$ cat config.mk
export PLATFORM = sky130hd
export DESIGN_NAME = cpu_top
export DESIGN_NICKNAME = d
export VERILOG_FILES = /design/src/logic/cpu_pkg.sv /design/src/logic/sram_if.sv /design/src/logic/fetch_stage.sv /design/src/logic/decode_stage.sv /design/src/logic/exec_stage.sv /design/src/logic/mem_stage.sv /design/src/logic/wb_stage.sv /design/src/logic/hazard_ctrl.sv /design/src/logic/cpu_top.sv
export SDC_FILE = /design/constraint.sdc
export NUM_CORES = 2
export LEC_CHECK = 0
export BUFFER_PORTS_ARGS = -buffer_cell sky130_fd_sc_hd__buf_2
export CORE_MARGIN = 4
export CORE_UTILIZATION = 30
export DETAILED_ROUTE_END_ITERATION = 10
export PLACE_DENSITY = 0.51
export SLEW_MARGIN = 40
export SYNTH_ARGS = -nofsm -noshare
export SYNTH_HDL_FRONTEND = slang
export SYNTH_SLANG_ARGS = --single-unit
$ cat constraint.sdc
create_clock -name clk -period 20.1 [get_ports clk]
set_clock_uncertainty 0.05 [all_clocks]
set_input_delay 4.02 -clock clk [delete_from_list [all_inputs] [get_ports clk]]
set_output_delay 4.02 -clock clk [all_outputs]
set_load 0.005 [all_outputs]
$ cat src/logic/cpu_pkg.sv
`default_nettype none

package cpu_pkg;

    localparam int xlen       = 32;
    localparam int reg_addr_w = 5;

    // opcode fields, matched against the top bits of the instruction word
    localparam logic [16:0] op_add_w   = 17'h00020;
    localparam logic [16:0] op_sub_w   = 17'h00022;
    localparam logic [16:0] op_and     = 17'h00029;
    localparam logic [16:0] op_or      = 17'h0002a;
    localparam logic [9:0]  op_addi_w  = 10'h00a;
    localparam logic [9:0]  op_ld_w    = 10'h0a2;
    localparam logic [9:0]  op_st_w    = 10'h0a6;
    localparam logic [6:0]  op_lu12i_w = 7'h0a;
    localparam logic [5:0]  op_beq     = 6'h16;
    localparam logic [5:0]  op_bne     = 6'h17;

    typedef enum logic [2:0] {
        alu_add,
        alu_sub,
        alu_and,
        alu_or,
        alu_lui
    } alu_op_t;

    typedef struct packed {
        logic [xlen-1:0] pc;
        logic [xlen-1:0] inst;
    } fs_ds_bus_t;

    typedef struct packed {
        logic [xlen-1:0]       pc;
        alu_op_t               alu_op;
        logic [xlen-1:0]       src_a;
        logic [xlen-1:0]       src_b;
        logic [xlen-1:0]       st_data;
        logic [reg_addr_w-1:0] dest;
        logic                  rf_we;
        logic                  mem_re;
        logic                  mem_we;
    } ds_es_bus_t;

    typedef struct packed {
        logic [xlen-1:0]       pc;
        logic [xlen-1:0]       result;
        logic [reg_addr_w-1:0] dest;
        logic                  rf_we;
        logic                  mem_re;
    } es_ms_bus_t;

    typedef struct packed {
        logic [xlen-1:0]       pc;
        logic [xlen-1:0]       value;
        logic [reg_addr_w-1:0] dest;
        logic                  rf_we;
    } ms_ws_bus_t;

    typedef struct packed {
        logic                  we;
        logic [reg_addr_w-1:0] waddr;
        logic [xlen-1:0]       wdata;
    } rf_bus_t;

    typedef struct packed {
        logic            taken;
        logic [xlen-1:0] target;
    } br_bus_t;

endpackage

`default_nettype wire

$ cat src/logic/sram_if.sv
`timescale 1ns/1ps
`default_nettype none

// one synchronous SRAM port, rdata valid the cycle after en
interface sram_if;

    logic        en;
    logic [3:0]  we;
    logic [31:0] addr;
    logic [31:0] wdata;
    logic [31:0] rdata;

    modport host (output en, output we, output addr, output wdata, input rdata);
    modport sram (input en, input we, input addr, input wdata, output rdata);

endinterface

`default_nettype wire

$ cat src/logic/fetch_stage.sv
`timescale 1ns/1ps
`default_nettype none

module fetch_stage #(
    parameter logic [31:0] reset_pc = 32'h1c000000
) (
    input  wire                   clk,
    input  wire                   rst_n,
    input  wire cpu_pkg::br_bus_t br,
    input  wire                   ds_allowin,
    output logic                  fs_to_ds_valid,
    output cpu_pkg::fs_ds_bus_t   fs_to_ds_bus,
    sram_if.host                  inst_sram
);

    logic                     fs_valid;
    logic                     fs_allowin;
    logic [cpu_pkg::xlen-1:0] fs_pc;
    logic [cpu_pkg::xlen-1:0] nextpc;
    logic                     rdata_live;
    logic [cpu_pkg::xlen-1:0] inst_hold;

    assign fs_allowin = !fs_valid || ds_allowin;
    assign nextpc     = br.taken ? br.target : fs_pc + 32'd4;

    // the word behind a taken branch is dropped here
    assign fs_to_ds_valid = fs_valid && !br.taken;

    // request only when the current word can move on
    assign inst_sram.en    = fs_allowin;
    assign inst_sram.we    = 4'b0;
    assign inst_sram.addr  = nextpc;
    assign inst_sram.wdata = '0;

    always_ff @(posedge clk or negedge rst_n) begin
        if (!rst_n) begin
            fs_valid   <= 1'b0;
            // first increment lands on reset_pc
            fs_pc      <= reset_pc - 32'd4;
            rdata_live <= 1'b0;
        end else begin
            rdata_live <= inst_sram.en;
            if (fs_allowin) begin
                fs_valid <= 1'b1;
                fs_pc    <= nextpc;
            end
        end
    end

    // keep the returned word while decode is stalled
    always_ff @(posedge clk) begin
        if (rdata_live) begin
            inst_hold <= inst_sram.rdata;
        end
    end

    assign fs_to_ds_bus.pc   = fs_pc;
    assign fs_to_ds_bus.inst = rdata_live ? inst_sram.rdata : inst_hold;

endmodule

`default_nettype wire

$ cat src/logic/decode_stage.sv
`timescale 1ns/1ps
`default_nettype none

module decode_stage (
    input  wire                            clk,
    input  wire                            rst_n,
    input  wire                            fs_to_ds_valid,
    input  wire cpu_pkg::fs_ds_bus_t       fs_to_ds_bus,
    input  wire                            es_allowin,
    input  wire                            ds_stall,
    output logic                           ds_valid,
    output logic [cpu_pkg::reg_addr_w-1:0] ds_src1,
    output logic [cpu_pkg::reg_addr_w-1:0] ds_src2,
    output logic                           ds_to_es_valid,
    output cpu_pkg::ds_es_bus_t            ds_to_es_bus,
    output cpu_pkg::br_bus_t               br,
    input  wire cpu_pkg::rf_bus_t          rf
);

    cpu_pkg::fs_ds_bus_t      ds_bus;
    logic                     ds_leave;
    logic [31:0]              inst;
    logic [4:0]               rd;
    logic                     is_add, is_sub, is_and, is_or, is_addi;
    logic                     is_lu12i, is_ld, is_st, is_beq, is_bne;
    logic                     reg_reg;
    logic [cpu_pkg::xlen-1:0] src1_val;
    logic [cpu_pkg::xlen-1:0] src2_val;
    logic [cpu_pkg::xlen-1:0] imm;
    logic [cpu_pkg::xlen-1:0] regs [32];

    assign ds_to_es_valid = ds_valid && !ds_stall;
    assign ds_leave       = ds_to_es_valid && es_allowin;

    always_ff @(posedge clk or negedge rst_n) begin
        if (!rst_n) begin
            ds_valid <= 1'b0;
        end else if (!ds_valid || ds_leave) begin
            ds_valid <= fs_to_ds_valid;
        end
    end

    always_ff @(posedge clk) begin
        if ((!ds_valid || ds_leave) && fs_to_ds_valid) begin
            ds_bus <= fs_to_ds_bus;
        end
    end

    // writeback never targets r0
    always_ff @(posedge clk) begin
        if (rf.we) begin
            regs[rf.waddr] <= rf.wdata;
        end
    end

    assign inst     = ds_bus.inst;
    assign rd       = inst[4:0];
    assign is_add   = inst[31:15] == cpu_pkg::op_add_w;
    assign is_sub   = inst[31:15] == cpu_pkg::op_sub_w;
    assign is_and   = inst[31:15] == cpu_pkg::op_and;
    assign is_or    = inst[31:15] == cpu_pkg::op_or;
    assign is_addi  = inst[31:22] == cpu_pkg::op_addi_w;
    assign is_ld    = inst[31:22] == cpu_pkg::op_ld_w;
    assign is_st    = inst[31:22] == cpu_pkg::op_st_w;
    assign is_lu12i = inst[31:25] == cpu_pkg::op_lu12i_w;
    assign is_beq   = inst[31:26] == cpu_pkg::op_beq;
    assign is_bne   = inst[31:26] == cpu_pkg::op_bne;
    assign reg_reg  = is_add || is_sub || is_and || is_or;

    // unused source slots read r0 so they never cause a stall
    assign ds_src1 = is_lu12i ? '0 : inst[9:5];
    assign ds_src2 = reg_reg ? inst[14:10] : (is_st || is_beq || is_bne) ? rd : '0;

    assign src1_val = (ds_src1 == '0) ? '0 : regs[ds_src1];
    assign src2_val = (ds_src2 == '0) ? '0 : regs[ds_src2];

    assign imm = is_lu12i ? {inst[24:5], 12'b0} : {{20{inst[21]}}, inst[21:10]};

    assign br.taken  = ds_leave && ((is_beq && src1_val == src2_val) ||
                                    (is_bne && src1_val != src2_val));
    assign br.target = ds_bus.pc + {{14{inst[25]}}, inst[25:10], 2'b00};

    assign ds_to_es_bus.pc      = ds_bus.pc;
    assign ds_to_es_bus.alu_op  = is_sub   ? cpu_pkg::alu_sub :
                                  is_and   ? cpu_pkg::alu_and :
                                  is_or    ? cpu_pkg::alu_or  :
                                  is_lu12i ? cpu_pkg::alu_lui : cpu_pkg::alu_add;
    assign ds_to_es_bus.src_a   = src1_val;
    assign ds_to_es_bus.src_b   = reg_reg ? src2_val : imm;
    assign ds_to_es_bus.st_data = src2_val;
    assign ds_to_es_bus.dest    = rd;
    // writes to r0 are dropped at the source
    assign ds_to_es_bus.rf_we   = (reg_reg || is_addi || is_lu12i || is_ld) && rd != '0;
    assign ds_to_es_bus.mem_re  = is_ld;
    assign ds_to_es_bus.mem_we  = is_st;

endmodule

`default_nettype wire

$ cat src/logic/exec_stage.sv
`timescale 1ns/1ps
`default_nettype none

module exec_stage (
    input  wire                            clk,
    input  wire                            rst_n,
    input  wire                            ds_to_es_valid,
    input  wire cpu_pkg::ds_es_bus_t       ds_to_es_bus,
    input  wire                            ms_allowin,
    input  wire                            es_allowin,
    output logic                           es_valid,
    output logic [cpu_pkg::reg_addr_w-1:0] es_dest,
    output logic                           es_rf_we,
    output logic                           es_to_ms_valid,
    output cpu_pkg::es_ms_bus_t            es_to_ms_bus,
    sram_if.host                           data_sram
);

    cpu_pkg::ds_es_bus_t      es_bus;
    logic [cpu_pkg::xlen-1:0] result;
    logic                     es_leave;

    always_ff @(posedge clk or negedge rst_n) begin
        if (!rst_n) begin
            es_valid <= 1'b0;
        end else if (es_allowin) begin
            es_valid <= ds_to_es_valid;
        end
    end

    always_ff @(posedge clk) begin
        if (es_allowin && ds_to_es_valid) begin
            es_bus <= ds_to_es_bus;
        end
    end

    // loads and stores reuse the adder for the address
    always_comb begin
        case (es_bus.alu_op)
            cpu_pkg::alu_sub: result = es_bus.src_a - es_bus.src_b;
            cpu_pkg::alu_and: result = es_bus.src_a & es_bus.src_b;
            cpu_pkg::alu_or:  result = es_bus.src_a | es_bus.src_b;
            cpu_pkg::alu_lui: result = es_bus.src_b;
            default:          result = es_bus.src_a + es_bus.src_b;
        endcase
    end

    assign es_dest        = es_bus.dest;
    assign es_rf_we       = es_bus.rf_we;
    assign es_to_ms_valid = es_valid;
    assign es_leave       = es_valid && ms_allowin;

    assign es_to_ms_bus.pc     = es_bus.pc;
    assign es_to_ms_bus.result = result;
    assign es_to_ms_bus.dest   = es_bus.dest;
    assign es_to_ms_bus.rf_we  = es_bus.rf_we;
    assign es_to_ms_bus.mem_re = es_bus.mem_re;

    // request goes out as the instruction enters memory
    assign data_sram.en    = es_leave && (es_bus.mem_re || es_bus.mem_we);
    assign data_sram.we    = {4{es_leave && es_bus.mem_we}};
    assign data_sram.addr  = result;
    assign data_sram.wdata = es_bus.st_data;

endmodule

`default_nettype wire

$ cat src/logic/mem_stage.sv
`timescale 1ns/1ps
`default_nettype none

module mem_stage (
    input  wire                            clk,
    input  wire                            rst_n,
    input  wire                            es_to_ms_valid,
    input  wire cpu_pkg::es_ms_bus_t       es_to_ms_bus,
    input  wire                            ws_allowin,
    output logic                           ms_valid,
    output logic [cpu_pkg::reg_addr_w-1:0] ms_dest,
    output logic                           ms_rf_we,
    output logic                           ms_to_ws_valid,
    output cpu_pkg::ms_ws_bus_t            ms_to_ws_bus,
    input  wire [cpu_pkg::xlen-1:0]        data_rdata
);

    cpu_pkg::es_ms_bus_t ms_bus;
    logic                ms_take;

    assign ms_take = !ms_valid || ws_allowin;

    always_ff @(posedge clk or negedge rst_n) begin
        if (!rst_n) begin
            ms_valid <= 1'b0;
        end else if (ms_take) begin
            ms_valid <= es_to_ms_valid;
        end
    end

    always_ff @(posedge clk) begin
        if (ms_take && es_to_ms_valid) begin
            ms_bus <= es_to_ms_bus;
        end
    end

    assign ms_dest        = ms_bus.dest;
    assign ms_rf_we       = ms_bus.rf_we;
    assign ms_to_ws_valid = ms_valid;

    // load data arrives while the load sits in this stage
    assign ms_to_ws_bus.pc    = ms_bus.pc;
    assign ms_to_ws_bus.value = ms_bus.mem_re ? data_rdata : ms_bus.result;
    assign ms_to_ws_bus.dest  = ms_bus.dest;
    assign ms_to_ws_bus.rf_we = ms_bus.rf_we;

endmodule

`default_nettype wire

$ cat src/logic/wb_stage.sv
`timescale 1ns/1ps
`default_nettype none

module wb_stage (
    input  wire                            clk,
    input  wire                            rst_n,
    input  wire                            ms_to_ws_valid,
    input  wire cpu_pkg::ms_ws_bus_t       ms_to_ws_bus,
    output logic                           ws_valid,
    output logic [cpu_pkg::reg_addr_w-1:0] ws_dest,
    output logic                           ws_rf_we,
    output cpu_pkg::rf_bus_t               rf,
    output logic [31:0]                    debug_wb_pc,
    output logic [3:0]                     debug_wb_rf_we,
    output logic [4:0]                     debug_wb_rf_wnum,
    output logic [31:0]                    debug_wb_rf_wdata
);

    cpu_pkg::ms_ws_bus_t ws_bus;

    // retires every cycle, so always ready to take the next one
    always_ff @(posedge clk or negedge rst_n) begin
        if (!rst_n) begin
            ws_valid <= 1'b0;
        end else begin
            ws_valid <= ms_to_ws_valid;
        end
    end

    always_ff @(posedge clk) begin
        if (ms_to_ws_valid) begin
            ws_bus <= ms_to_ws_bus;
        end
    end

    assign ws_dest  = ws_bus.dest;
    assign ws_rf_we = ws_bus.rf_we;

    assign rf.we    = ws_valid && ws_bus.rf_we;
    assign rf.waddr = ws_bus.dest;
    assign rf.wdata = ws_bus.value;

    // r0 writes never reach here, decode clears their rf_we
    assign debug_wb_pc       = ws_bus.pc;
    assign debug_wb_rf_we    = {4{rf.we}};
    assign debug_wb_rf_wnum  = ws_bus.dest;
    assign debug_wb_rf_wdata = ws_bus.value;

endmodule

`default_nettype wire

$ cat src/logic/hazard_ctrl.sv
`timescale 1ns/1ps
`default_nettype none

module hazard_ctrl (
    input  wire                            ds_valid,
    input  wire [cpu_pkg::reg_addr_w-1:0]  ds_src1,
    input  wire [cpu_pkg::reg_addr_w-1:0]  ds_src2,
    input  wire                            es_valid,
    input  wire [cpu_pkg::reg_addr_w-1:0]  es_dest,
    input  wire                            es_rf_we,
    input  wire                            ms_valid,
    input  wire [cpu_pkg::reg_addr_w-1:0]  ms_dest,
    input  wire                            ms_rf_we,
    input  wire                            ws_valid,
    input  wire [cpu_pkg::reg_addr_w-1:0]  ws_dest,
    input  wire                            ws_rf_we,
    output logic                           ms_allowin,
    output logic                           ds_stall,
    output logic                           ds_allowin,
    output logic                           es_allowin
);

    logic es_hit;
    logic ms_hit;
    logic ws_hit;

    // rf_we is never set for r0, so a zero source cannot match
    assign es_hit = es_valid && es_rf_we && (es_dest == ds_src1 || es_dest == ds_src2);
    assign ms_hit = ms_valid && ms_rf_we && (ms_dest == ds_src1 || ms_dest == ds_src2);
    assign ws_hit = ws_valid && ws_rf_we && (ws_dest == ds_src1 || ws_dest == ds_src2);

    // without forwarding decode waits until the producer has left writeback
    assign ds_stall = ds_valid && (es_hit || ms_hit || ws_hit);

    // writeback retires every cycle so memory never holds
    assign ms_allowin = 1'b1;
    assign es_allowin = !es_valid || ms_allowin;
    assign ds_allowin = !ds_valid || (!ds_stall && es_allowin);

endmodule

`default_nettype wire

$ cat src/logic/cpu_top.sv
`timescale 1ns/1ps
`default_nettype none

module cpu_top #(
    parameter logic [31:0] reset_pc = 32'h1c000000
) (
    input  wire         clk,
    input  wire         rst_n,
    // instruction sram
    output logic        inst_sram_en,
    output logic [3:0]  inst_sram_we,
    output logic [31:0] inst_sram_addr,
    output logic [31:0] inst_sram_wdata,
    input  wire  [31:0] inst_sram_rdata,
    // data sram
    output logic        data_sram_en,
    output logic [3:0]  data_sram_we,
    output logic [31:0] data_sram_addr,
    output logic [31:0] data_sram_wdata,
    input  wire  [31:0] data_sram_rdata,
    // retire trace
    output logic [31:0] debug_wb_pc,
    output logic [3:0]  debug_wb_rf_we,
    output logic [4:0]  debug_wb_rf_wnum,
    output logic [31:0] debug_wb_rf_wdata
);

    logic                fs_to_ds_valid;
    logic                ds_to_es_valid;
    logic                es_to_ms_valid;
    logic                ms_to_ws_valid;
    logic                ds_allowin;
    logic                es_allowin;
    logic                ms_allowin;
    logic                ds_stall;
    logic                ds_valid;
    logic                es_valid;
    logic                ms_valid;
    logic                ws_valid;
    logic [4:0]          ds_src1;
    logic [4:0]          ds_src2;
    logic [4:0]          es_dest;
    logic [4:0]          ms_dest;
    logic [4:0]          ws_dest;
    logic                es_rf_we;
    logic                ms_rf_we;
    logic                ws_rf_we;
    cpu_pkg::fs_ds_bus_t fs_to_ds_bus;
    cpu_pkg::ds_es_bus_t ds_to_es_bus;
    cpu_pkg::es_ms_bus_t es_to_ms_bus;
    cpu_pkg::ms_ws_bus_t ms_to_ws_bus;
    cpu_pkg::rf_bus_t    rf;
    cpu_pkg::br_bus_t    br;

    sram_if inst_sram ();
    sram_if data_sram ();

    // break both sram ports out to plain pins
    assign inst_sram_en    = inst_sram.en;
    assign inst_sram_we    = inst_sram.we;
    assign inst_sram_addr  = inst_sram.addr;
    assign inst_sram_wdata = inst_sram.wdata;
    assign inst_sram.rdata = inst_sram_rdata;
    assign data_sram_en    = data_sram.en;
    assign data_sram_we    = data_sram.we;
    assign data_sram_addr  = data_sram.addr;
    assign data_sram_wdata = data_sram.wdata;
    assign data_sram.rdata = data_sram_rdata;

    fetch_stage #(.reset_pc(reset_pc)) u_fetch_stage (.*);

    decode_stage u_decode_stage (.*);

    exec_stage u_exec_stage (.*);

    // writeback takes a new instruction every cycle
    mem_stage u_mem_stage (
        .ws_allowin (1'b1),
        .data_rdata (data_sram.rdata),
        .*
    );

    wb_stage u_wb_stage (.*);

    hazard_ctrl u_hazard_ctrl (.*);

endmodule

`default_nettype wire

==> metrics.txt <==
worst path arrival time=about 10 ns; Finished Cell Area=between 0.08 and 0.09 mm2; Pleak=28.0 nW; CTS tree=yes; Critical Path Sink Type=primary output; CP Launch Type=flip-flop; Cells after Synth=5967; Hold Buf Count CTS=0; Worst Tran Pin Value=0.986 ns; Non-Filler Instances=9402; Pwr Density=96.1 mW/mm2; initial drt markers=about 9900; clk slew on worst S/H paths=roughly 0.070 ns; # resized after CTS=0; top sig layer=met5; Port Buffers=240; initial antenna violation count=31; Final Setup Violations=0; Req. time, crit path=between 15 and 20 ns; wire length of the first global-routing pass=roughly 450000 um; Hold Violations, Final=0; number of enable flip-flop cells after synthesis=~1400; Initial Utilization=0.301; Yosys cell types=~110; met3 wire length=42500 um; commonest non-fill, non-tap cell in the layout=edfxtp_1; top_reg_cell synth=edfxtp_1; chip height=494 um; Placed Instances=a little over 9000; clock sink count=~1400; PnR worst setup slack=between 5 and 6 ns; Pwr Total=7.86 mW; top cell type's share of synthesized area=0.579; Synth area leader=edfxtp_1; # rows=~180; DP Worst Slack=approximately 6.9 ns; largest net degree at the start of global routing=approximately 150; Seq/Total Area, Yosys=0.602; metal2 WL=approximately 140000 um; I/O Pins=~280; chip width=approximately 500 um; layout cells sized above 1=0.158; Slew HR=0.342; Core Region=~0.24 mm2; Root Buffer=clkbuf_16; hold crit path type=flip-flop to flip-flop; maximum fanout along the worst path=around 70; worst skew pair latency=between 0.8 and 0.9 ns; fraction of the cycle the final worst path needs=0.706; vias in the first global route=53700; Die ar.=0.244 mm2; Post-synth ARST share=0.0265; global route total overflow=0; outcome=finished clean; Setup TNS Final=0 ns; vias=about 58000; DRT antenna net count=0; post-DR wirelength/cell=35.1 um; maxcap violations=0; Max clock buf depth=3; H-Tree Depth=4; Min Clock Period, post-route=14.20 ns; drt first pass iters=8; commonest cells after routing, fill and taps aside=1366 x edfxtp_1, 786 x nand2_1, 297 x o21ai_0; WL met1=128000 um; DP HPWL=~200000 um; Placer Congestion=approximately 0.9; classification of the worst setup path=flip-flop to primary output; Slew Limit Fails=0; highest clock rate=between 70 and 80 MHz; DRC Markers=0; Via density=6.15; Yosys Warn Count=0; post-synthesis cell area=0.0709 mm2; postcts setup bufs=0; area post-placement=~0.076 mm2; fin nets=6232; Mean Syn Cell Area=around 12 um2; total track usage=0.260; largest cells by area after synthesis=edfxtp_1 58%, nand2_1 4.2%, mux2i_1 3.6%; worst ir drop on vdd=around 0.080 mV; RSZ-0062 raised after global routing=no; #FFs+latches synth=around 1400; number of CTS-inserted buffers=approximately 160; overall routed net length=330000 um; Area Overhead vs Synth=15.4%
-- per-layer routing --
| layer | vias to the layer above | track usage |
|---|---|---|
| li1 | 23300 | - |
| met2 | 4637 | 0.376 |
| met4 | 20 | 0.145 |
| met3 | 958 | 0.0792 |
| met5 | - | 0 |
| met1 | 29000 | 0.347 |
-- where the power goes --
part / total (mW) / switching (mW) / internal [mW]
clock network: 2.98 / 1.32 / 1.66
registers: 3.66 / 0.132 / 3.53
logic: 1.22 / 0.830 / 0.387
total: 7.86 / 2.28 / 5.58
-- path summary, 6_finish.rpt --
kind / from / to / slack (ns) / cells after the start
max in group asynchronous: rst_n / u_mem_stage.ms_to_ws_valid / 16.16 / 2
min in group asynchronous: rst_n / u_wb_stage.ws_valid / 3.21 / 2
max: u_decode_stage.inst[29] / inst_sram_addr[26] / 5.90 / 22
min: u_mem_stage.ms_to_ws_bus[50] / u_wb_stage.debug_wb_pc[12] / 0.35 / 0
min reg2reg: u_mem_stage.ms_to_ws_bus[50] / u_wb_stage.debug_wb_pc[12] / 0.35 / 0
max reg2reg: u_decode_stage.inst[29] / u_fetch_stage.fs_pc[13] / 10.69 / 21
-- metrics by stage --
stage / util / hold WS (ns)
after floorplan: - / 0.350
after global placement: 0.322 / 0.352
after CTS: 0.347 / 0.354
after detailed placement: 0.325 / 0.355
after global routing: 0.348 / 0.373
final: 0.348 / 0.354
-- flip-flops by register name, indices dropped and copies added (netlist names), 32 cells and up --
register,flops
u_mem_stage.ms_bus,33
u_wb_stage.debug_wb_pc,32
u_fetch_stage.fs_pc,32
u_decode_stage.inst,32
u_mem_stage.ms_to_ws_bus,32
u_exec_stage.es_to_ms_bus,33
u_decode_stage.ds_to_es_bus,32
u_fetch_stage.inst_hold,32
u_exec_stage.es_bus,68
u_exec_stage.data_sram.wdata,32
u_wb_stage.debug_wb_rf_wdata,32
u_decode_stage.regs,1022
-- cell families after synthesis --
logic type               after synthesis  share of synthesized area
AND/OR/NAND/NOR                     1783                      0.119
buffers and inverters                616                     0.0414
XOR/XNOR                             159                     0.0196
flip-flops                          1436                      0.602
AO/OA/AOI/OAI                       1513                      0.147
other                                  2                   0.000106
adder cells (fa/ha/maj)               83                     0.0143
multiplexers                         375                     0.0573
-- synth_stat cells, types with 71 or more instances --
| cell | number |
|---|---|
| xnor2_1 | 99 |
| inv_1 | 71 |
| nand3_1 | 232 |
| a211oi_1 | 276 |
| a21oi_1 | 244 |
| and3_1 | 252 |
| a31oi_1 | 114 |
| a221oi_1 | 126 |
| nor2_1 | 229 |
| buf_4 | 114 |
| nor3_1 | 71 |
| mux2i_1 | 257 |
| clkbuf_1 | 221 |
| nand2_1 | 791 |
| buf_2 | 152 |
| mux2_2 | 101 |
| o21ai_0 | 312 |
| edfxtp_1 | 1366 |
-- area by class of cell --
cell class / count / area, um2
Timing Repair Buffer: 478 / 3550
Clock buffer: 211 / 4290
Tap cell: 3150 / 3940
Antenna cell: 17 / 42.5
Multi-Input combinational cell: 3950 / 26100
Clock inverter: 87 / 972
Sequential cell: 1436 / 42700
Inverter: 73 / 274
Fill cell: 23000 / 153000
-- worst max-delay path, cell delays in order (launching register included) --
cell       delay, ns
edfxtp_1        0.51
nor3b_4         0.65
and3_1          0.50
o21ai_2         0.10
buf_4           0.33
nand2_4         0.34
buf_4           0.53
buf_4           0.67
nand3_1         0.62
a211oi_1        0.40
or4_1           0.19
a211o_1         0.35
xnor2_1         0.40
o2111ai_1       0.44
or4_1           0.59
nor3_2          0.59
mux2i_4         0.32
buf_4           0.26
buf_12          0.30
buf_4           0.41
nor2_1          0.09
a21oi_1         0.31
buf_2           0.19
Power figures use the tool's default switching activity.
